### src/logic/nn_engine_defs.svh
`ifndef NN_ENGINE_DEFS_SVH
`define NN_ENGINE_DEFS_SVH

`define NN_LANES   4
`define NN_DW      16  // sample and weight width
`define NN_AW      32  // lane accumulator width
`define NN_ADDR_W  10

// apb register map
`define NN_REG_CTRL    8'h00
`define NN_REG_KERNEL  8'h04
`define NN_REG_STRIDE  8'h08
`define NN_REG_COUNT   8'h0C
`define NN_REG_BIAS    8'h10
`define NN_REG_STATUS  8'h14
`define NN_REG_CYCLES  8'h18

`endif
### src/logic/nn_engine_pkg.sv
`default_nettype none

package nn_engine_pkg;

	// layer operation as written to CTRL[1:0]
	typedef enum logic [1:0] {
		OP_NONE    = 2'd0,
		OP_CONV    = 2'd1,
		OP_MAXPOOL = 2'd2,
		OP_AVEPOOL = 2'd3
	} nn_op_e;

	// window sequencer states
	typedef enum logic [1:0] {
		FS_IDLE  = 2'd0,
		FS_RUN   = 2'd1,  // issuing beats
		FS_FLUSH = 2'd2   // waiting for the last drain
	} feed_state_e;

endpackage

`default_nettype wire

### src/logic/nn_lane.sv
`default_nettype none
`include "nn_engine_defs.svh"

module nn_lane (
	input  logic                  clk,
	input  logic                  rst,
	input  nn_engine_pkg::nn_op_e i_op,
	input  logic                  i_beat_valid,
	input  logic                  i_beat_first,
	input  logic                  i_beat_last,
	input  logic [`NN_DW-1:0]     i_data,
	input  logic [`NN_DW-1:0]     i_weight,
	output logic                  o_res_valid,
	output logic [`NN_AW-1:0]     o_res
);
	import nn_engine_pkg::*;

	logic signed [`NN_AW-1:0] acc;
	logic signed [`NN_AW-1:0] acc_nxt;
	logic signed [`NN_AW-1:0] sample;  // sign extended data
	logic signed [`NN_AW-1:0] prod;
	logic signed [`NN_AW-1:0] base;

	assign sample = {{(`NN_AW - `NN_DW){i_data[`NN_DW-1]}}, i_data};
	assign prod   = $signed(i_data) * $signed(i_weight);
	assign base   = i_beat_first ? '0 : acc;  // first beat reloads

	always_comb begin
		case (i_op)
			OP_CONV:    acc_nxt = base + prod;
			OP_AVEPOOL: acc_nxt = base + sample;
			OP_MAXPOOL: acc_nxt = (i_beat_first || sample > acc) ? sample : acc;
			default:    acc_nxt = acc;
		endcase
	end

	// result register frees the accumulator for the next window
	always_ff @(posedge clk) begin
		if (i_beat_valid) begin
			acc <= acc_nxt;
			if (i_beat_last)
				o_res <= acc_nxt;
		end
	end

	always_ff @(posedge clk or posedge rst) begin
		if (rst)
			o_res_valid <= 1'b0;
		else
			o_res_valid <= i_beat_valid & i_beat_last;
	end

endmodule

`default_nettype wire

### config.mk
export PLATFORM = sky130hd
export DESIGN_NAME = nn_lane
export DESIGN_NICKNAME = d
export VERILOG_FILES = /design/src/logic/nn_engine_pkg.sv /design/src/logic/nn_lane.sv
export VERILOG_INCLUDE_DIRS = /design/src /design/src/logic
export SDC_FILE = /design/constraint.sdc
export NUM_CORES = 1
export LEC_CHECK = 0
export ABC_AREA = 1
export BUFFER_PORTS_ARGS = -buffer_cell sky130_fd_sc_hd__clkbuf_2
export CAP_MARGIN = 15
export CORE_ASPECT_RATIO = 0.6
export CORE_MARGIN = 2
export CORE_UTILIZATION = 35
export CTS_CLUSTER_SIZE = 30
export DETAILED_ROUTE_END_ITERATION = 12
export GPL_ROUTABILITY_DRIVEN = 0
export GPL_TIMING_DRIVEN = 0
export REMOVE_ABC_BUFFERS = 1
export SETUP_SLACK_MARGIN = 0.3
export SLEW_MARGIN = 5
export SYNTH_ARGS = -nofsm -noshare
export SYNTH_HDL_FRONTEND = slang
export SYNTH_SLANG_ARGS = --single-unit
### constraint.sdc
create_clock -name clk -period 12.8 [get_ports clk]
set_input_delay 0.64 -clock clk [delete_from_list [all_inputs] [get_ports clk]]
set_output_delay 0.64 -clock clk [all_outputs]
set_load 0.005 [all_outputs]
==> summary.txt <==
Run status
  • Status: finished clean

Route
  • DRT iter0 DRCs: 1674
  • Residual DRC: 0
  • Routed Antenna Nets: 0
  • Drt total wl: 50.59 mm
  • DR vias: 14750
  • Via-per-instance ratio: 5.070
  • Wirelength per Cell: 17.38 um
  • Drt first pass iters: 6

Synth
  • Synth top area cells: fa_1 34%, inv_1 13%, ha_1 12%
  • Count of different cell masters after synthesis: 46
  • Register area share after synthesis: 11.29%
  • Asr flop ratio synth: under 10%
  • FF+latch count, synth: between 60 and 70
  • Synth area leader: fa_1
  • Mean post-synth cell area: 7.613 um^2
  • Number of flops mapped to enable cells by yosys: 64
  • Post-Syn Area: 17250 um^2
  • Syn Inst Count: 2266
  • Yosys warnings: 0
  • Top-area cell type share of the netlist area: 34.00%
  • Main synth FF type: edfxtp_1

STA
  • Final hold violations: 0
  • RSZ-0062 raised after global routing: false
  • Worst Tran Pin Value: 1.076 ns
  • Hold slack: about 0.086 ns
  • Crit share post-route: 58.05%
  • Max Slew Vio Count: 0
  • Minimum clock period: 7.430 ns
  • Total negative slack: 0 ns
  • Max Clock Freq: ~0.13 GHz
  • Max_slew headroom: 28.28%
  • Final setup skew: about 0.012 ns
  • Final setup violating endpoints: 0

Critical path
  • Worst Reg-to-Reg Cells: 21
  • CP Data Required Time: 12.87 ns
  • Crit-path max FO: 29
  • Worst R2R Start: acc[15]$_DFFE_PP_
  • RR Endpoint: acc[29]$_DFFE_PP_
  • CP Launch Type: input pin
  • Crit end category: register
  • Critical path class: in2reg
  • Crit. Startpoint: i_data[15]
  • WP data arrival: 7.50 ns
  • Flop2flop setup slack: 7.00 ns
  • Crit path to: acc[27]$_DFFE_PP_

Layout
  • Net count, final: approximately 2800
  • # diodes: 0
  • Share of layout cells above drive strength 1: 5.463%
  • Commonest non-fill, non-tap cell in the layout: inv_1
  • Fin area: 18420 um^2
  • Layout Cells excl Fill: between 2000 and 3000
  • Commonest non-fill, non-tap cells in the layout: 582 x inv_1, 535 x nand2_1, 293 x fa_1
  • P&R area growth vs syn: 6.767%

CTS
  • CTS tree: done
  • Clk buf depth: 2
  • CTS Hold Bufs: 0
  • Num CTS Buffers: 9
  • Clk slew on worst S/H paths: roughly 0.06 ns
  • Root Driver: clkbuf_16
  • Later-pin clock latency in the skew report: 0.36 ns
  • H-tree Lvls: 3
  • # clock sinks: 65
  • Post-CTS Setup Repair Bufs: 0
  • Resized cells post-CTS: 0

Global routing
  • Vias in the first global route: 15040
  • Total Routing Usage GR: 20.67%
  • First-pass GRT wire length: just over 80 mm
  • Pin count of the biggest net entering global routing: 34
  • GRT overflow: 0
  • Antenna violations before repair: 0

Die
  • Core area: just under 50000 um^2
  • Initial core utilization: 35.75%
  • Die Height: ~180 um
  • Die width: 290.6 um
  • Die Footprint: 51140 um^2
  • I/O Pins: 72
  • Std cell rows: 62

Job
  • Max-Cap Viols: 0

Placed design
  • HPWL after DPL: 42.00 mm
  • PortBufs: 71
  • Placed inst area: between 15000 and 20000 um^2
  • Placed insts: 2894

Worst hold path
  • Hold WC Path Type: in2async
cell usage after synthesis, types with 5 or more instances:
cell      count
inv_1       583
nand2_1     535
fa_1        293
ha_1        161
nor2_1      129
a21oi_1     103
nand3_1     103
clkbuf_1     73
edfxtp_1     64
o21ai_0      62
nand4_1      40
nand2_2      12
xor2_1       10
nor3_1        7
o21a_1        7
o21ai_1       7
xnor2_1       7
nand3b_1      6
or2_2         6
a21o_1        5
a31oi_1       5
worst min-delay path by stage:
| stage | to | depth (start not counted) |
|---|---|---|
| after floorplan | o_res_valid$_DFF_PP0_ | 1 |
| after global placement | o_res_valid$_DFF_PP0_ | 2 |
| after detailed placement | o_res_valid$_DFF_PP0_ | 2 |
| after CTS | o_res_valid$_DFF_PP0_ | 2 |
| after global routing | o_res_valid$_DFF_PP0_ | 2 |
| final | o_res_valid$_DFF_PP0_ | 2 |
layer usage:
layer	vias to the layer above	part of all wire, %	GRT usage, %
li1	6827	-	-
met1	7194	48	31.66
met2	678	40	29.83
met3	52	10	4.368
met4	2	1.4	3.929
met5	-	0.040	0.2814
logic make-up (layout without fill, tap and decap cells):
kind of cell	count (synthesis)	count (layout)	synth area share, %
simple gates	850	850	20.65
xor+xnor	17	17	0.8631
compound gates	209	209	6.665
buf+inv	671	675	14.86
flops	65	65	11.29
fa+ha+maj	454	454	45.68
state kept, by name, indices dropped and copies added (netlist names):
name	flops
acc	32
o_res_valid	1
o_res	32
cell type report:
class	count	area, um^2
clock inverter	7	85.08
clock buffer	9	225.2
inverter	586	2200
fill	5060	29830
sequential	65	1947
multi-input combinational	1530	12760
tap	640	800.8
timing repair buffer	73	402.9
metrics by stage:
stage	utilization [%]	setup slack, ns
global placement	37.40	4.919
CTS	38.17	5.458
detailed placement	37.53	5.090
global route	38.17	4.910
floorplan	-	6.784
finish	38.17	5.370
worst max-delay path, cell delays in order:
cell,delay (ns)
clkbuf_2,0.44
buf_12,0.35
nand2_1,0.16
inv_1,0.09
fa_1,0.75
inv_1,0.11
fa_1,0.59
inv_1,0.34
fa_1,0.52
fa_1,0.51
fa_1,0.50
inv_1,0.05
fa_1,0.47
inv_1,0.04
ha_1,0.35
a21oi_1,0.33
o21ai_0,0.19
a21boi_0,0.22
nand3_1,0.23
or2_2,0.34
nand3_1,0.10
nand4_1,0.14
Power is left out: the tool's default activity adds up to more than one toggle a clock period on the data nets, which glitch-free logic cannot reach.
