==> config.mk <==
export PLATFORM = sky130hd
export DESIGN_NAME = nn_csb_apb
export DESIGN_NICKNAME = d
export VERILOG_FILES = /design/src/logic/nn_engine_pkg.sv /design/src/logic/nn_csb_apb.sv
export VERILOG_INCLUDE_DIRS = /design/src /design/src/logic
export SDC_FILE = /design/constraint.sdc
export NUM_CORES = 1
export LEC_CHECK = 0
export BUFFER_PORTS_ARGS = -buffer_cell sky130_fd_sc_hd__buf_2
export CORE_MARGIN = 2
export CORE_UTILIZATION = 30
export CTS_BUF_LIST = sky130_fd_sc_hd__clkbuf_16
export DETAILED_ROUTE_END_ITERATION = 7
export PLACE_DENSITY_LB_ADDON = 0.1
export RECOVER_POWER = 25
export REMOVE_ABC_BUFFERS = 1
export SYNTH_ARGS = -nofsm -noshare
export SYNTH_HDL_FRONTEND = slang
export SYNTH_SLANG_ARGS = --single-unit
==> constraint.sdc <==
create_clock -name clk -period 1.9 [get_ports clk]
set_input_delay 0.095 -clock clk [delete_from_list [all_inputs] [get_ports clk]]
set_output_delay 0.095 -clock clk [all_outputs]
set_load 0.02 [all_outputs]
==> src/logic/nn_engine_defs.svh <==
`ifndef NN_ENGINE_DEFS_SVH
`define NN_ENGINE_DEFS_SVH

`define NN_LANES   4
`define NN_DW      16  // sample and weight width
`define NN_AW      32  // lane accumulator width
`define NN_ADDR_W  10

// apb register map
`define NN_REG_CTRL    8'h00
`define NN_REG_KERNEL  8'h04
`define NN_REG_STRIDE  8'h08
`define NN_REG_COUNT   8'h0C
`define NN_REG_BIAS    8'h10
`define NN_REG_STATUS  8'h14
`define NN_REG_CYCLES  8'h18

`endif
==> src/logic/nn_engine_pkg.sv <==
`default_nettype none

package nn_engine_pkg;

	// layer operation as written to CTRL[1:0]
	typedef enum logic [1:0] {
		OP_NONE    = 2'd0,
		OP_CONV    = 2'd1,
		OP_MAXPOOL = 2'd2,
		OP_AVEPOOL = 2'd3
	} nn_op_e;

	// window sequencer states
	typedef enum logic [1:0] {
		FS_IDLE  = 2'd0,
		FS_RUN   = 2'd1,  // issuing beats
		FS_FLUSH = 2'd2   // waiting for the last drain
	} feed_state_e;

endpackage

`default_nettype wire

==> src/logic/nn_csb_apb.sv <==
`default_nettype none
`include "nn_engine_defs.svh"

module nn_csb_apb (
	input  logic                  clk,
	input  logic                  rst,
	input  logic                  i_psel,
	input  logic                  i_penable,
	input  logic                  i_pwrite,
	input  logic [7:0]            i_paddr,
	input  logic [31:0]           i_pwdata,
	input  logic                  i_done,
	output logic [31:0]           o_prdata,
	output logic                  o_pready,
	output logic                  o_pslverr,
	output logic                  o_start,
	output nn_engine_pkg::nn_op_e o_op,
	output logic [7:0]            o_kernel,
	output logic [7:0]            o_stride,
	output logic [7:0]            o_count,
	output logic [15:0]           o_bias,
	output logic                  o_irq
);
	import nn_engine_pkg::*;

	logic        access;
	logic        wr_en;
	logic        mapped;
	logic        start_req;
	logic        busy;
	logic        done;  // sticky until the next start
	logic [31:0] cycles;

	assign access    = i_psel & i_penable;
	assign wr_en     = access & i_pwrite;
	assign start_req = wr_en & (i_paddr == `NN_REG_CTRL) & i_pwdata[4] & ~busy;
	assign o_pready  = 1'b1;  // zero wait states
	assign o_pslverr = access & ~mapped;
	assign o_irq     = done;

	// read mux decoded during the access phase
	always_comb begin
		mapped   = 1'b1;
		o_prdata = 32'd0;
		case (i_paddr)
			`NN_REG_CTRL:   o_prdata = {30'd0, o_op};
			`NN_REG_KERNEL: o_prdata = {24'd0, o_kernel};
			`NN_REG_STRIDE: o_prdata = {24'd0, o_stride};
			`NN_REG_COUNT:  o_prdata = {24'd0, o_count};
			`NN_REG_BIAS:   o_prdata = {16'd0, o_bias};
			`NN_REG_STATUS: o_prdata = {30'd0, done, busy};
			`NN_REG_CYCLES: o_prdata = cycles;
			default:        mapped = 1'b0;
		endcase
	end

	always_ff @(posedge clk or posedge rst) begin
		if (rst) begin
			o_op     <= OP_NONE;
			o_kernel <= 8'd1;
			o_stride <= 8'd1;
			o_count  <= 8'd1;
			o_bias   <= 16'd0;
		end else if (wr_en) begin
			case (i_paddr)
				`NN_REG_CTRL:   if (!busy) o_op <= nn_op_e'(i_pwdata[1:0]);  // op locked mid-run
				`NN_REG_KERNEL: o_kernel <= i_pwdata[7:0];
				`NN_REG_STRIDE: o_stride <= i_pwdata[7:0];
				`NN_REG_COUNT:  o_count <= i_pwdata[7:0];
				`NN_REG_BIAS:   o_bias <= i_pwdata[15:0];
				default: ;
			endcase
		end
	end

	always_ff @(posedge clk or posedge rst) begin
		if (rst) begin
			o_start <= 1'b0;
			busy    <= 1'b0;
			done    <= 1'b0;
			cycles  <= 32'd0;
		end else begin
			o_start <= start_req;
			if (start_req) begin
				busy   <= 1'b1;
				done   <= 1'b0;
				cycles <= 32'd0;
			end else begin
				if (i_done) begin
					busy <= 1'b0;
					done <= 1'b1;
				end
				if (busy)
					cycles <= cycles + 32'd1;
			end
		end
	end

endmodule

`default_nettype wire

==> results.yml <==
setup_path:
  end_kind: "register"
  required_ns: 2.12
  r2r_start: "cycles[1]"
  worstReg2RegEnd: "cycles[24]"
  cp-start-kind: "register"
  crit_path_max_fanout: 8
  r2r_cells: 6
  critPathBufInv: 0
  crit_slowest_cell: "or4b_4"
  ff2ff_setup_slack_ns: 0.04
  arrival_ns: 2.08
  crit_chain: "ha_4 > nand4_4 > or2_4 > or4b_4 > o211ai_1 > o31ai_1"
  critPathKind: "reg2reg"
  crit_path_max_incr_delay_ns: 0.60
  path_delay_family: "simple AND/OR/NAND/NOR gates"
logic_synthesis:
  synthArstFlopShare: 1.000
  ys_types: 52
  synth_xor_area_frac: 0
  synthMuxAreaShare: 0.1973
  netlist_instances: 366
  synth_top_family_by_area: "multiplexers"
  synth_fa_ha_area_frac: 0.003142
  syn_area_sq_mm: 0.003983
  synth-edff-count: 0
  ys_seq_area_frac: 0.4848
  yosys_warnings: 0
  syn_avg_cell_area_sq_um: 10.88
  synth-simple-area-share: 0.1847
  synth_ff_type: "dfrtp_1"
  synth_compound_area_frac: 0.09519
  synth-seq-cells: 77
power_and_ir_drop:
  p_total_mw: 3.598
  leakage_nw: 2.804
  cellPowerDensity_mw_per_mm2: 666.3
  vdd_drop_max_mv: 0.3609
grt:
  globalRoute.totalOverflow: 0
  grt_start_max_net_pins: 43
  antenna_found_initial: 0
  grt_pass1_wl_mm: 18.17
  grt_use_total: 0.1645
  grt_pass1_vias: 3508
finish:
  area_delta_synth_final_pct: 35.60
  num-fill-cells: 1281
  num-nets-final: 568
  post-route-util: 0.4127
  final_cell_mix: "104 x buf_2, 74 x dfrtp_1, 49 x mux2_2, 44 x buf_4, 31 x nand2_1"
  final_common_cell: "buf_2"
  drive_gt1_frac: 0.4523
  antenna_cells: 0
placement:
  place_ws_ns: -0.04771
  hpwl_mm: 8.352
  gp_congestion: 0.7353
  io_buffers: 106
timing:
  period_minus_slack_ns: 1.858
  hold_viol_final: 0
  finalSetupTns_ns: 0
  drv_slew: 0
  setup_viol: 0
  setup_ws_ns: 0.04196
  finalClockSkew_ns: 0.007031
  tightest_slew_ns: 1.028
  max_slew_margin: 0.3109
  timing.final.crit_share: 0.9779
  rsz0062_at_grt: "yes"
  fmax_mhz: 538.2
clock_tree:
  cts_buffer_depth: 2
  clkTransAtPathRegs_ns: 0.06
  cts_tree: "yes"
  clk_latency_ns: 0.35
  cts_made_buffers: 9
  clock-sinks: 77
  root_buffer: "clkbuf_16"
  h-tree-depth: 3
min_path:
  hp-class: "in2reg"
  hold_path_depth: 2
  hp-start: "i_pwdata[2]"
  hold_path_end: "o_count[2]"
floorplanning:
  die_h_um: 119.2
  initial_core_util: 0.3044
  core.rowCount: 42
  ioPinCount: 124
  core_area_sq_mm: 0.01309
  dieArea_sq_mm: 0.01421
  dieWidth_um: 119.2
route:
  wl_mm: 11.29
  ant_nets: 0
  post_drt_wl_per_cell_um: 16.13
  drt_iter0_drc: 161
  drc_errors: 0
  via_per_inst: 4.929
  vias: 3450
  dr.pass1.iters: 4
status:
  status: "finished, final reports clean"
flow_run:
  maxCapViolations: 0
==> metrics by stage <==
step,hold WS [ns],std cells,area [sq um]
after global routing,0.02920,700,5400
after detailed placement,0.1127,670,4961
after global placement,0.1049,670,4961
final,0.03323,700,5400
after floorplan,0.1914,347,3874
after CTS,0.01868,694,5310
==> worst register-to-register path: cells and delay by family (launching register included) <==
| kind | cells | cell delay (ns) |
|---|---|---|
| AO/OA/AOI/OAI | 2 | 0.27 |
| adder cells (fa/ha/maj) | 1 | 0.16 |
| AND/OR/NAND/NOR | 3 | 0.92 |
| flip-flops | 1 | 0.39 |
==> routing by layer <==
metal	up-vias	GRT usage	part of all wire
li1	1656	-	-
met1	1693	0.2117	0.46
met2	86	0.2683	0.47
met3	15	0.03975	0.048
met4	0	0.06101	0.016
met5	-	0	0
==> flip-flops by register name, summed over array words and instances (netlist names) <==
signal / cells
cycles: 32
o_bias: 16
o_count: 8
o_kernel: 8
o_stride: 8
o_op: 2
busy: 1
o_irq: 1
o_start: 1
==> final cells by class <==
type | instances | area (sq um) | area share
well taps | 176 | 220.2 | 0.04078
clock inverters | 5 | 21.27 | 0.003939
multi-input cells | 263 | 1977 | 0.3661
flip-flops and latches | 77 | 1931 | 0.3575
repair buffers | 163 | 998.5 | 0.1849
clock buffers | 9 | 225.2 | 0.04171
inverters | 7 | 27.53 | 0.005097
==> power breakdown <==
| part | switching [mW] | internal, mW |
|---|---|---|
| Sequential | 0.0379 | 1.68 |
| Combinational | 0.199 | 0.166 |
| Clock | 0.662 | 0.850 |
==> cells in the mapped netlist (all sizes together) (4+ instances only) <==
| master | number | area share |
|---|---|---|
| nand2 | 31 | 0.029 |
| mux2i | 20 | 0.050 |
| nor2 | 27 | 0.025 |
| o22ai | 5 | 0.0079 |
| nand3 | 18 | 0.024 |
| o21ai | 14 | 0.018 |
| dfrtp | 74 | 0.46 |
| mux2 | 50 | 0.14 |
| buf | 11 | 0.017 |
| clkbuf | 8 | 0.010 |
| o211ai | 11 | 0.021 |
| o31ai | 11 | 0.021 |
| a22oi | 5 | 0.0094 |
| nand4 | 9 | 0.017 |
| nor2b | 4 | 0.0063 |
| and3 | 21 | 0.034 |
| inv | 7 | 0.0066 |
==> repair_timing <==
action,in CTS,in global routing
pin swaps,3,10
resized for setup,1,10
endpoints found under the hold margin,30,0
endpoints found under the setup margin,4,15
hold buffers,10,0
buffers inserted,0,6
==> logic make-up (layout without fill, tap and decap cells) <==
| family | after synthesis | count (layout) |
|---|---|---|
| AND/OR/NAND/NOR | 133 | 133 |
| flip-flops | 77 | 77 |
| multiplexers | 71 | 71 |
| AO/OA/AOI/OAI | 57 | 57 |
| buffers and inverters | 26 | 184 |
| adder cells (fa/ha/maj) | 1 | 1 |
| other | 1 | 1 |
==> worst max path at each step <==
| stage | from | end | slack (ns) | depth (start not counted) |
|---|---|---|---|---|
| after detailed placement | cycles[0] | cycles[30] | -0.05 | 6 |
| after CTS | cycles[0] | cycles[20] | 0.002 | 6 |
| after global routing | cycles[1] | cycles[28] | -0.07 | 6 |
| final | cycles[1] | cycles[24] | 0.04 | 6 |
| after floorplan | rst | busy | -0.16 | 1 |
| after global placement | cycles[0] | cycles[30] | -0.01 | 6 |
Note: power is estimated with default switching activity, not from simulation.
