## src/logic/nn_engine_defs.svh

```systemverilog
`ifndef NN_ENGINE_DEFS_SVH
`define NN_ENGINE_DEFS_SVH

`define NN_LANES   4
`define NN_DW      16  // sample and weight width
`define NN_AW      32  // lane accumulator width
`define NN_ADDR_W  10

// apb register map
`define NN_REG_CTRL    8'h00
`define NN_REG_KERNEL  8'h04
`define NN_REG_STRIDE  8'h08
`define NN_REG_COUNT   8'h0C
`define NN_REG_BIAS    8'h10
`define NN_REG_STATUS  8'h14
`define NN_REG_CYCLES  8'h18

`endif
```

## src/logic/nn_engine_pkg.sv

```systemverilog
`default_nettype none

package nn_engine_pkg;

	// layer operation as written to CTRL[1:0]
	typedef enum logic [1:0] {
		OP_NONE    = 2'd0,
		OP_CONV    = 2'd1,
		OP_MAXPOOL = 2'd2,
		OP_AVEPOOL = 2'd3
	} nn_op_e;

	// window sequencer states
	typedef enum logic [1:0] {
		FS_IDLE  = 2'd0,
		FS_RUN   = 2'd1,  // issuing beats
		FS_FLUSH = 2'd2   // waiting for the last drain
	} feed_state_e;

endpackage

`default_nettype wire

```

## src/logic/nn_window_feeder.sv

```systemverilog
`default_nettype none
`include "nn_engine_defs.svh"

module nn_window_feeder (
	input  logic                  clk,
	input  logic                  rst,
	input  logic                  i_start,
	input  logic [7:0]            i_kernel,
	input  logic [7:0]            i_stride,
	input  logic [7:0]            i_count,
	input  logic                  i_wb_busy,
	output logic [`NN_ADDR_W-1:0] o_data_addr,
	output logic [`NN_ADDR_W-1:0] o_weight_addr,
	output logic                  o_beat_valid,
	output logic                  o_beat_first,
	output logic                  o_beat_last,
	output logic                  o_done
);
	import nn_engine_pkg::*;

	feed_state_e           state;
	logic [7:0]            beat_cnt;
	logic [7:0]            win_cnt;
	logic [`NN_ADDR_W-1:0] win_base;  // first data address of the window
	logic                  last_d2;   // last beat issued two cycles ago
	logic                  is_last;
	logic                  stall;
	logic                  issue;

	assign is_last = (beat_cnt == i_kernel - 8'd1);

	// o_beat_last is the last beat issued one cycle ago, so with last_d2 it
	// covers the gap until the writeback raises i_wb_busy
	assign stall = is_last & (i_wb_busy | o_beat_last | last_d2);
	assign issue = (state == FS_RUN) & ~stall;

	assign o_data_addr   = win_base + `NN_ADDR_W'(beat_cnt);
	assign o_weight_addr = `NN_ADDR_W'(beat_cnt);

	always_ff @(posedge clk or posedge rst) begin
		if (rst) begin
			state    <= FS_IDLE;
			beat_cnt <= 8'd0;
			win_cnt  <= 8'd0;
			win_base <= '0;
			o_done   <= 1'b0;
		end else begin
			o_done <= 1'b0;
			case (state)
				FS_IDLE: begin
					if (i_start) begin
						state    <= FS_RUN;
						beat_cnt <= 8'd0;
						win_cnt  <= 8'd0;
						win_base <= '0;
					end
				end
				FS_RUN: begin
					if (issue) begin
						if (is_last) begin
							beat_cnt <= 8'd0;
							win_base <= win_base + `NN_ADDR_W'(i_stride);
							if (win_cnt == i_count - 8'd1)
								state <= FS_FLUSH;
							else
								win_cnt <= win_cnt + 8'd1;
						end else begin
							beat_cnt <= beat_cnt + 8'd1;
						end
					end
				end
				FS_FLUSH: begin
					// final results captured and drained
					if (!o_beat_last && !last_d2 && !i_wb_busy) begin
						o_done <= 1'b1;
						state  <= FS_IDLE;
					end
				end
				default: state <= FS_IDLE;
			endcase
		end
	end

	// flags trail the address by the ram read latency
	always_ff @(posedge clk or posedge rst) begin
		if (rst) begin
			o_beat_valid <= 1'b0;
			o_beat_first <= 1'b0;
			o_beat_last  <= 1'b0;
			last_d2      <= 1'b0;
		end else begin
			o_beat_valid <= issue;
			o_beat_first <= issue & (beat_cnt == 8'd0);
			o_beat_last  <= issue & is_last;
			last_d2      <= o_beat_last;
		end
	end

endmodule

`default_nettype wire

```

## config.mk

```make
export PLATFORM = sky130hd
export DESIGN_NAME = nn_window_feeder
export DESIGN_NICKNAME = d
export VERILOG_FILES = /design/src/logic/nn_engine_pkg.sv /design/src/logic/nn_window_feeder.sv
export VERILOG_INCLUDE_DIRS = /design/src /design/src/logic
export SDC_FILE = /design/constraint.sdc
export NUM_CORES = 1
export LEC_CHECK = 0
export ABC_AREA = 1
export BUFFER_PORTS_ARGS = -buffer_cell sky130_fd_sc_hd__buf_2
export CORE_MARGIN = 2
export CORE_UTILIZATION = 45
export CTS_CLUSTER_DIAMETER = 60
export DETAILED_ROUTE_END_ITERATION = 16
export GPL_TIMING_DRIVEN = 1
export PLACE_DENSITY_LB_ADDON = 0.12
export SLEW_MARGIN = 25
export SYNTH_ARGS = -nofsm -noshare
export SYNTH_HDL_FRONTEND = slang
export SYNTH_SLANG_ARGS = --single-unit
```

## constraint.sdc

```tcl
create_clock -name clk -period 3.3 [get_ports clk]
set_input_delay 0.165 -clock clk [delete_from_list [all_inputs] [get_ports clk]]
set_output_delay 0.165 -clock clk [all_outputs]
set_load 0.02 [all_outputs]
```

==> summary.txt, run 1 <==
Worst setup path
  – RR Endpoint: win_base[8]
  – Worst r2r src: win_base[0]
  – CP required: 3.13 ns
  – Crit path DAT: around 2.5 ns
  – FF-to-FF setup slack: 1.23 ns
  – Critical-path maximum fanout: 8
  – CP startpoint kind: flop
  – Worst R2R Path Depth: 9
  – CP endpoint kind: output port
  – Setup CP Type: flop to output port

Global routing
  – All-Layer GR Usage: 19.5%
  – Largest net degree at the start of global routing: 24
  – Vias in the first global route: about 2500
  – Antenna violations before repair: 0
  – Grt total ovfl: 0
  – First-pass GRT wire length: 11600 um

Layout
  – Commonest cells after routing, fill and taps aside: nand2_1 (123), buf_2 (49), inv_1 (42)
  – Final cell count without fillers: 560
  – Most common cell after layout, fill and taps aside: nand2_1
  – FF+latch area: 826 um2
  – Synth-to-layout area growth: 12.8%
  – Antenna cells: 0
  – Multi-input gate area: 0.00199 mm2
  – Fin nets: 533
  – Layout fillers: 659
  – Fraction of layout cells with a size suffix above 1: approximately 22%

Die
  – Die Y: 86.2 um
  – Full die area: 0.00743 mm2
  – Starting Density: 47.1%
  – Ports: 52
  – Core Rows: 29
  – Core region area: 0.00646 mm2
  – Die W: 86.2 um

STA
  – Slew @ Worst Pin: 0.889 ns
  – Slew Limit Headroom: between 40% and 50%
  – Setup Viol. Count Final: 0
  – Setup TNS: 0 ns
  – Final setup margin: about 0.6 ns
  – Skew final: 0.00557 ns
  – Final period util: 81.4%
  – RSZ-0062 raised after global routing: false
  – Final Critical Period: about 2.7 ns
  – Final Max Tran Viols: 0
  – Max Fclk: 372 MHz
  – Final Hold Viols: 0

CTS
  – # clock sinks: 33
  – Post-cts sizing count: 0
  – Max Root-Sink Buffers: 2
  – Clock Tree Root: clkbuf_8
  – Clk slew on worst S/H paths: 0.08 ns
  – Setup Buffers After CTS: 0
  – Latest clock arrival within the worst-skew pair: 0.29 ns
  – H-tree depth: 2
  – TritonCTS Buffers: 5
  – Post-CTS Hold Fix Bufs: 0
  – CTS tree: yes

Yosys
  – Synth top area cells: dfrtp_1 (27%), nand2_1 (15%), ha_1 (8.6%)
  – Post-Syn Area per Cell: 7.06 um2
  – Seq cells post-synth: 33
  – Cell variety after synth: 35
  – Syn Inst Count: 431
  – Post-synthesis sequential area ratio: a little over a quarter
  – Synth warnings: 0
  – Synth area leader: dfrtp_1
  – Mapped Area: 0.00304 mm2
  – Yosys top cell area share: 27.1%

Placed design
  – Pre-CTS setup slack: 0.913 ns
  – Inst Count DP: 552
  – Count of input and output buffers: 49
  – GP Congestion: 0.871
  – Dpl hpwl: 5490 um

Run
  – Max-cap check violation count: 0

Route
  – Iteration-0 DRC Markers: 95
  – DRT Pass-1 Iters: 5
  – Vias: about 2800
  – Vias per cell: 5.08
  – # DRC: 0
  – Post-DRT Antenna Nets: 0
  – Routed WL per cell: around 12 um
  – DRT Wirelength: about 7000 um

Power and ir drop
  – PwrDens: 678 mW/mm2
  – VDD IR max: about 0.37 mV
  – Total power: 2.33 mW
  – Pleak: ~1.8 nW

Status
  – Outcome: finished, final reports clean

Min path
  – Type of the most critical hold path: primary input to async pin
## layout make-up
cell class	instances	share of cell area, %
well taps	77	2.81
repair buffers	51	7.59
clock inverters	3	0.511
flip-flops and latches	33	24.1
multi-input cells	346	58.1
clock buffers	5	2.01
inverters	45	4.92
## synth_stat cells, drive strengths merged
cell type and count:
a21o 1, a21oi 18, buf 6, clkbuf 2, conb 1, dfrtp 33
fa 2, ha 21, inv 45, nand2 142, nand3 42, nand3b 2
nand4 6, nor2 43, nor3 3, nor4 1, o2111ai 2, o211ai 1
o21ai 24, o21bai 1, or2 9, xnor2 7, xor2 19
## logic make-up after synthesis
logic type      share of synthesized area (%)
simple gates                             38.3
buf+inv                                  7.45
compound gates                           9.58
flops                                    27.1
xor+xnor                                 7.49
fa+ha+maj                                9.95
other cells                             0.123
## worst max-delay path: stages (launching register included)
cell	delay, ns
dfrtp_1	0.47
ha_1	0.26
inv_1	0.07
fa_1	0.39
o21ai_0	0.27
nand2_1	0.08
nand2_1	0.07
a21oi_1	0.08
o21ai_0	0.15
nand2_1	0.08
nand2_1	0.06
nand2_1	0.04
nand2_1	0.05
buf_2	0.15
## routing by layer
metal  track usage (%)  vias up  part of all wire (%)
li1                  -     1491                     -
met1              27.2     1295                    50
met2              31.5       53                    45
met3              3.81        5                   3.4
met4              4.40        0                  0.88
met5                 0        -                     0
## worst max-delay path by stage
stage | startpoint | endpoint | slack, ns | depth (start not counted)
3_5_place_dp | beat_cnt[0] | o_data_addr[8] | 0.91 | 13
5_1_grt | beat_cnt[0] | o_data_addr[8] | 0.32 | 13
4_1_cts | beat_cnt[0] | o_data_addr[8] | 0.58 | 13
3_3_place_gp | beat_cnt[0] | o_data_addr[8] | 0.93 | 13
2_1_floorplan | beat_cnt[0] | o_data_addr[8] | 1.00 | 12
6_report | beat_cnt[0] | o_data_addr[8] | 0.61 | 13
## power by group
group	total, mW	internal, mW	switching, mW
Combinational	1.38	0.499	0.881
Sequential	0.636	0.498	0.138
Clock	0.311	0.146	0.165
## through the flow
| step | utilization (%) | cell area [um2] | hold WS, ns |
|---|---|---|---|
| global placement | 51.8 | 3340 | 0.386 |
| CTS | 53.1 | 3430 | 0.0895 |
| floorplan | - | 3050 | 0.294 |
| detailed placement | 51.8 | 3340 | 0.390 |
| finish | 53.1 | 3430 | 0.0510 |
| global route | 53.1 | 3430 | 0.135 |
## registers in the layout, indices dropped and copies added, names as in the netlist
signal / flops
o_beat_first: 1
o_done: 1
last_d2: 1
beat_cnt: 8
win_base: 10
state: 2
win_cnt: 8
o_beat_valid: 1
o_beat_last: 1
No activity file was read; power rests on OpenSTA's default activity.
==> inputs of run 2 (changes only) <==
- clock period: 3.3 -> 2.2 ns (I/O delays scaled with it)
==> summary.txt, run 2 (synthesis gave the netlist of run 1 again) <==
Status
  – Outcome: finished, final reports clean

CTS
  – # clock sinks: 33
  – TritonCTS Buffers: 5
  – Max Root-Sink Buffers: 2
  – Latest clock arrival within the worst-skew pair: 0.28 ns
  – Clock Tree Root: clkbuf_8
  – CTS tree: yes
  – Clk slew on worst S/H paths: 0.07 ns
  – H-tree depth: 2

STA
  – Final Hold Viols: 0
  – Max Fclk: 468 MHz
  – Setup Viol. Count Final: 0
  – Final Critical Period: 2.14 ns
  – Final period util: 97.2%
  – Final Max Tran Viols: 0
  – RSZ-0062 raised after global routing: true
  – Worst hold-check slack: between 0.1 and 0.15 ns
  – Skew final: 0.00567 ns

Global routing
  – Vias in the first global route: between 2000 and 3000
  – Antenna violations before repair: 0
  – First-pass GRT wire length: 12100 um
  – Grt total ovfl: 0
  – All-Layer GR Usage: about 20%
  – Largest net degree at the start of global routing: 34

Placed design
  – Dpl hpwl: approximately 5500 um
  – GP Congestion: 0.900
  – Count of input and output buffers: 49

Route
  – Vias: 2877
  – Post-DRT Antenna Nets: 0
  – Iteration-0 DRC Markers: 100
  – # DRC: 0
  – DRT Pass-1 Iters: 4
  – Routed WL per cell: 12.3 um
  – DRT Wirelength: 7110 um
  – Vias per cell: about 5.0

Layout
  – Commonest cells after routing, fill and taps aside: nand2_1 (123), buf_2 (47), inv_1 (41)
  – Multi-input gate area: 0.00209 mm2
  – Reg with most FFs: win_base
  – Fraction of layout cells with a size suffix above 1: 28.9%
  – Most common cell after layout, fill and taps aside: nand2_1
  – Fin nets: 551
  – Biggest regs: win_base x10, beat_cnt x8, win_cnt x8
  – Antenna cells: 0
  – Max reg flops: 10
  – Final Core Density: 57.1%
  – Layout fillers: 620
  – Synth-to-layout area growth: 21.2%
  – FF+latch area: 831 um2

Min path
  – Number of cells on the worst hold path: 4
  – Type of the most critical hold path: primary input to flop

Die
  – Core region area: approximately 0.0065 mm2
  – Full die area: 0.00743 mm2
  – Core Rows: 29
  – Ports: 52
  – Die Y: approximately 86 um
  – Starting Density: 47.1%
  – Die W: 86.2 um

Worst setup path
  – Crit path DAT: 2.03 ns
  – CP bufs+invs: 2
  – Max incr delay on CP: 0.36 ns
  – CP required: 2.09 ns
  – Slowest-stage cell, CP: dfrtp_1
  – CP endpoint kind: output port
  – FF-to-FF setup slack: 0.19 ns
  – Critical-path maximum fanout: 2
  – CP startpoint kind: flop
  – Most frequent CP cell: nand2_1
  – Cell Chain, Critical Path: ha_2 > inv_2 > fa_2 > o21ai_2 > nand2_1 > nand2_1 > a21oi_2 > o21ai_1 > nand2_1 > nand2_1 > nand2_1 > nand2_1 > buf_6
  – Setup CP Type: flop to output port
  – Logic depth of the worst setup path including buffers: 13
  – Crit path max-delay family: adder cells
  – Worst R2R Path Depth: 10

Power and ir drop
  – PwrDens: roughly 1000 mW/mm2
  – VDD IR max: 0.564 mV
  – Pleak: 1.94 nW

Run
  – Max-cap check violation count: 0
run 2: changes by cell type in the layout (fill, tap and decap cells not counted), sizes merged:
cell         delta
buf            +17
dlygate4sd3     +1
run 2: metal layers:
metal / track usage, % / vias up / routed length [um]
li1: - / 1526 / -
met1: 28.4 / 1293 / 3540
met2: 32.2 / 52 / 3240
met3: 3.71 / 6 / 277
met4: 3.98 / 0 / 55
met5: 0 / - / 0
run 2: area by class of cell:
| type | instances | share of cell area, % |
|---|---|---|
| flip-flops and latches | 33 | 22.5 |
| clock inverters | 3 | 0.475 |
| clock buffers | 5 | 1.87 |
| well taps | 77 | 2.61 |
| multi-input cells | 346 | 56.6 |
| repair buffers | 69 | 11.4 |
| inverters | 45 | 4.58 |
run 2: per-stage QoR:
step,total power [mW],setup TNS (ns),worst slack (ns),cells,area (um2)
6_report,3.80,0,0.0611,578,3690
5_1_grt,4.15,-0.221,-0.154,578,3690
4_1_cts,3.73,-0.0208,-0.0208,573,3590
3_5_place_dp,3.18,0,0.0977,562,3430
3_3_place_gp,3.14,0,0.104,562,3430
2_1_floorplan,2.56,0,0.0565,432,3050
run 2: final timing paths:
kind                                   from        endpoint
worst max register to register  win_base[0]     win_base[8]
min in group asynchronous               rst          o_done
worst max-delay path            win_base[0]  o_data_addr[8]
max in group asynchronous               rst     beat_cnt[0]
worst min register to register  o_beat_last         last_d2
worst min-delay path              i_wb_busy          o_done
run 2: where the power goes:
part           internal [mW]  switching [mW]
logic                  0.953            1.48
clock network          0.218           0.235
registers              0.750           0.169
run 2: repair_timing:
action                                  CTS  global route
hold buffers                              1             0
setup buffers                             2             5
endpoints found under the hold margin    33             0
pin swaps                                 1             4
cloned                                    0             0
endpoints found under the setup margin    4             6
resized for setup                         8            19
run 2: worst register-to-register path, stage by stage, from the launching register on:
cell and delay (ns):
dfrtp_1 0.39, buf_4 0.15, ha_2 0.20, fa_2 0.35, nand3_1 0.09, nand3_2 0.11
nand4_1 0.10, o211ai_1 0.10, or2_2 0.28, nand3_1 0.08, o21ai_2 0.06
==> inputs of run 3 (changes only) <==
- REMOVE_ABC_BUFFERS: not set -> 1
- SETUP_SLACK_MARGIN: not set -> 0.2
- clock period: 2.2 -> 1.85 ns (I/O delays scaled with it)
==> summary.txt, run 3 (synthesis gave the netlist of run 1 again) <==
Die
  – Die Y: 86.2 um
  – Full die area: 0.00743 mm2
  – Core region area: 0.00646 mm2
  – Starting Density: 47.1%
  – Ports: 52
  – Die W: approximately 86 um
  – Core Rows: 29

Min path
  – Type of the most critical hold path: primary input to flop

Run
  – Max-cap check violation count: 0

Worst setup path
  – Most frequent CP cell: nand2_1
  – FF-to-FF setup slack: -0.26 ns
  – CP required: 1.76 ns
  – Setup CP Type: flop to output port
  – Max incr delay on CP: about 0.37 ns
  – Crit path from: win_base[0]
  – Worst r2r src: win_base[0]
  – Logic depth of the worst setup path including buffers: 13
  – Cell Chain, Critical Path: ha_2 > inv_2 > fa_2 > o21ai_2 > nand2_1 > nand2_1 > a21oi_2 > o21ai_1 > nand2_1 > nand2_1 > nand2_1 > nand2_1 > buf_6
  – CP endpoint kind: output port
  – CP startpoint kind: flop
  – CP endpoint: o_data_addr[8]
  – Slowest-stage cell, CP: dfrtp_1
  – RR Endpoint: win_base[8]
  – Crit path DAT: 2.20 ns
  – CP bufs+invs: 2
  – Worst R2R Path Depth: 12
  – Crit path max-delay family: adder cells
  – Critical-path maximum fanout: 2

CTS
  – # clock sinks: 33
  – CTS tree: yes
  – Latest clock arrival within the worst-skew pair: between 0.2 and 0.3 ns
  – Clk slew on worst S/H paths: 0.08 ns
  – TritonCTS Buffers: 5
  – Max Root-Sink Buffers: 2
  – H-tree depth: 2
  – Clock Tree Root: clkbuf_8

Placed design
  – GP Congestion: 0.849
  – Dpl hpwl: 5770 um
  – Count of input and output buffers: 49
  – Inst Count DP: 584
  – Area after DPL: 0.00360 mm2

Route
  – DRT Pass-1 Iters: 4
  – # DRC: 0
  – Vias: 3284
  – Routed WL per cell: 15.3 um
  – DRT Wirelength: ~9600 um
  – Iteration-0 DRC Markers: 174
  – Vias per cell: 5.21
  – Post-DRT Antenna Nets: 0

Power and ir drop
  – PwrDens: 1380 mW/mm2
  – Pleak: between 2 and 2.5 nW
  – Total power: roughly 6.5 mW
  – VDD IR max: 1.45 mV

STA
  – Final Max Tran Viols: 0
  – Final Hold Viols: 0
  – Setup Viol. Count Final: 23
  – RSZ-0062 raised after global routing: true
  – Max Fclk: 436 MHz
  – Setup TNS: -3.28 ns
  – Slew Limit Headroom: 61.2%
  – Final Critical Period: roughly 2.3 ns
  – Slew @ Worst Pin: 0.577 ns
  – Final setup margin: -0.443 ns
  – Skew final: approximately 0.013 ns
  – Final period util: 124%

Global routing
  – First-pass GRT wire length: 14800 um
  – Grt total ovfl: 0
  – Largest net degree at the start of global routing: 34
  – Antenna violations before repair: 0
  – Vias in the first global route: 3267
  – All-Layer GR Usage: around a quarter

Layout
  – Most common cell after layout, fill and taps aside: nand2_1
  – Commonest cells after routing, fill and taps aside: nand2_1 (107), buf_4 (46), buf_2 (40)
  – Final instance area: approximately 0.0047 mm2
  – Fraction of layout cells with a size suffix above 1: about 48%
  – Antenna cells: 0
  – Biggest regs: win_base x10, beat_cnt x8, win_cnt x8
  – Max reg flops: 10
  – Synth-to-layout area growth: 55.4%
  – Fin nets: between 600 and 700
  – Reg with most FFs: win_base
  – Final cell count without fillers: between 600 and 700
  – Final Core Density: roughly 73%

Status
  – Outcome: finished, violations left
  – Failing checks: setup timing
## run 3: cell types whose count changed in the layout (fill, tap and decap cells not counted), moves of 9 or more
| cell | change |
|---|---|
| buf_6 | +30 |
| buf_4 | +27 |
| nand2_1 | -16 |
| nand3_1 | -15 |
| nand3_2 | +14 |
| ha_4 | +10 |
| ha_1 | -9 |
## run 3: worst min-delay path by stage
stage | from | endpoint | slack, ns | depth (start not counted)
after floorplan | rst | beat_cnt[0] | 0.22 | 1
after global placement | rst | win_base[8] | 0.21 | 3
after detailed placement | rst | win_base[8] | 0.21 | 3
after CTS | i_wb_busy | o_done | 0.07 | 4
after global routing | i_wb_busy | o_done | 0.09 | 4
final | i_wb_busy | o_done | 0.07 | 4
## run 3: power breakdown
| group | internal (mW) | switching [mW] | leakage, nW |
|---|---|---|---|
| registers | 0.898 | 0.201 | 0.427 |
| clock network | 0.260 | 0.306 | 0.0439 |
| logic | 2.29 | 2.54 | 1.87 |
## run 3: final cells by class
class / count / area, um2
multi-input combinational: 346 / 2560
clock buffer: 5 / 68.8
sequential: 33 / 835
inverter: 45 / 174
clock inverter: 3 / 17.5
timing repair buffer: 121 / 980
tap: 77 / 96.3
fill: 478 / 1730
## run 3: stage by stage
step                      hold WS (ns)  setup slack, ns
final                           0.0689           -0.443
after global routing            0.0864           -0.514
after CTS                       0.0670           -0.284
after detailed placement         0.214           -0.213
after global placement           0.209           -0.142
after floorplan                  0.221           -0.373
## run 3: tightest hold or removal path: stages
cell and delay [ns]:
buf_2 0.08, nor3_2 0.04, inv_1 0.07, nor2_1 0.04
## run 3: repair_timing
item,4_1_cts,5_1_grt
hold buffers,1,0
endpoints found under the setup margin,37,39
pin swaps,45,24
gates resized for setup,123,50
setup buffers,26,9
gates cloned,2,0
hold endpoints to repair,33,0
## run 3: metal layers
metal	vias up	share of wire (%)	global-route usage [%]
met5	-	0	0
li1	1624	-	-
met3	23	3.9	3.71
met4	0	3.2	8.52
met2	88	52	43.5
met1	1549	41	31.9
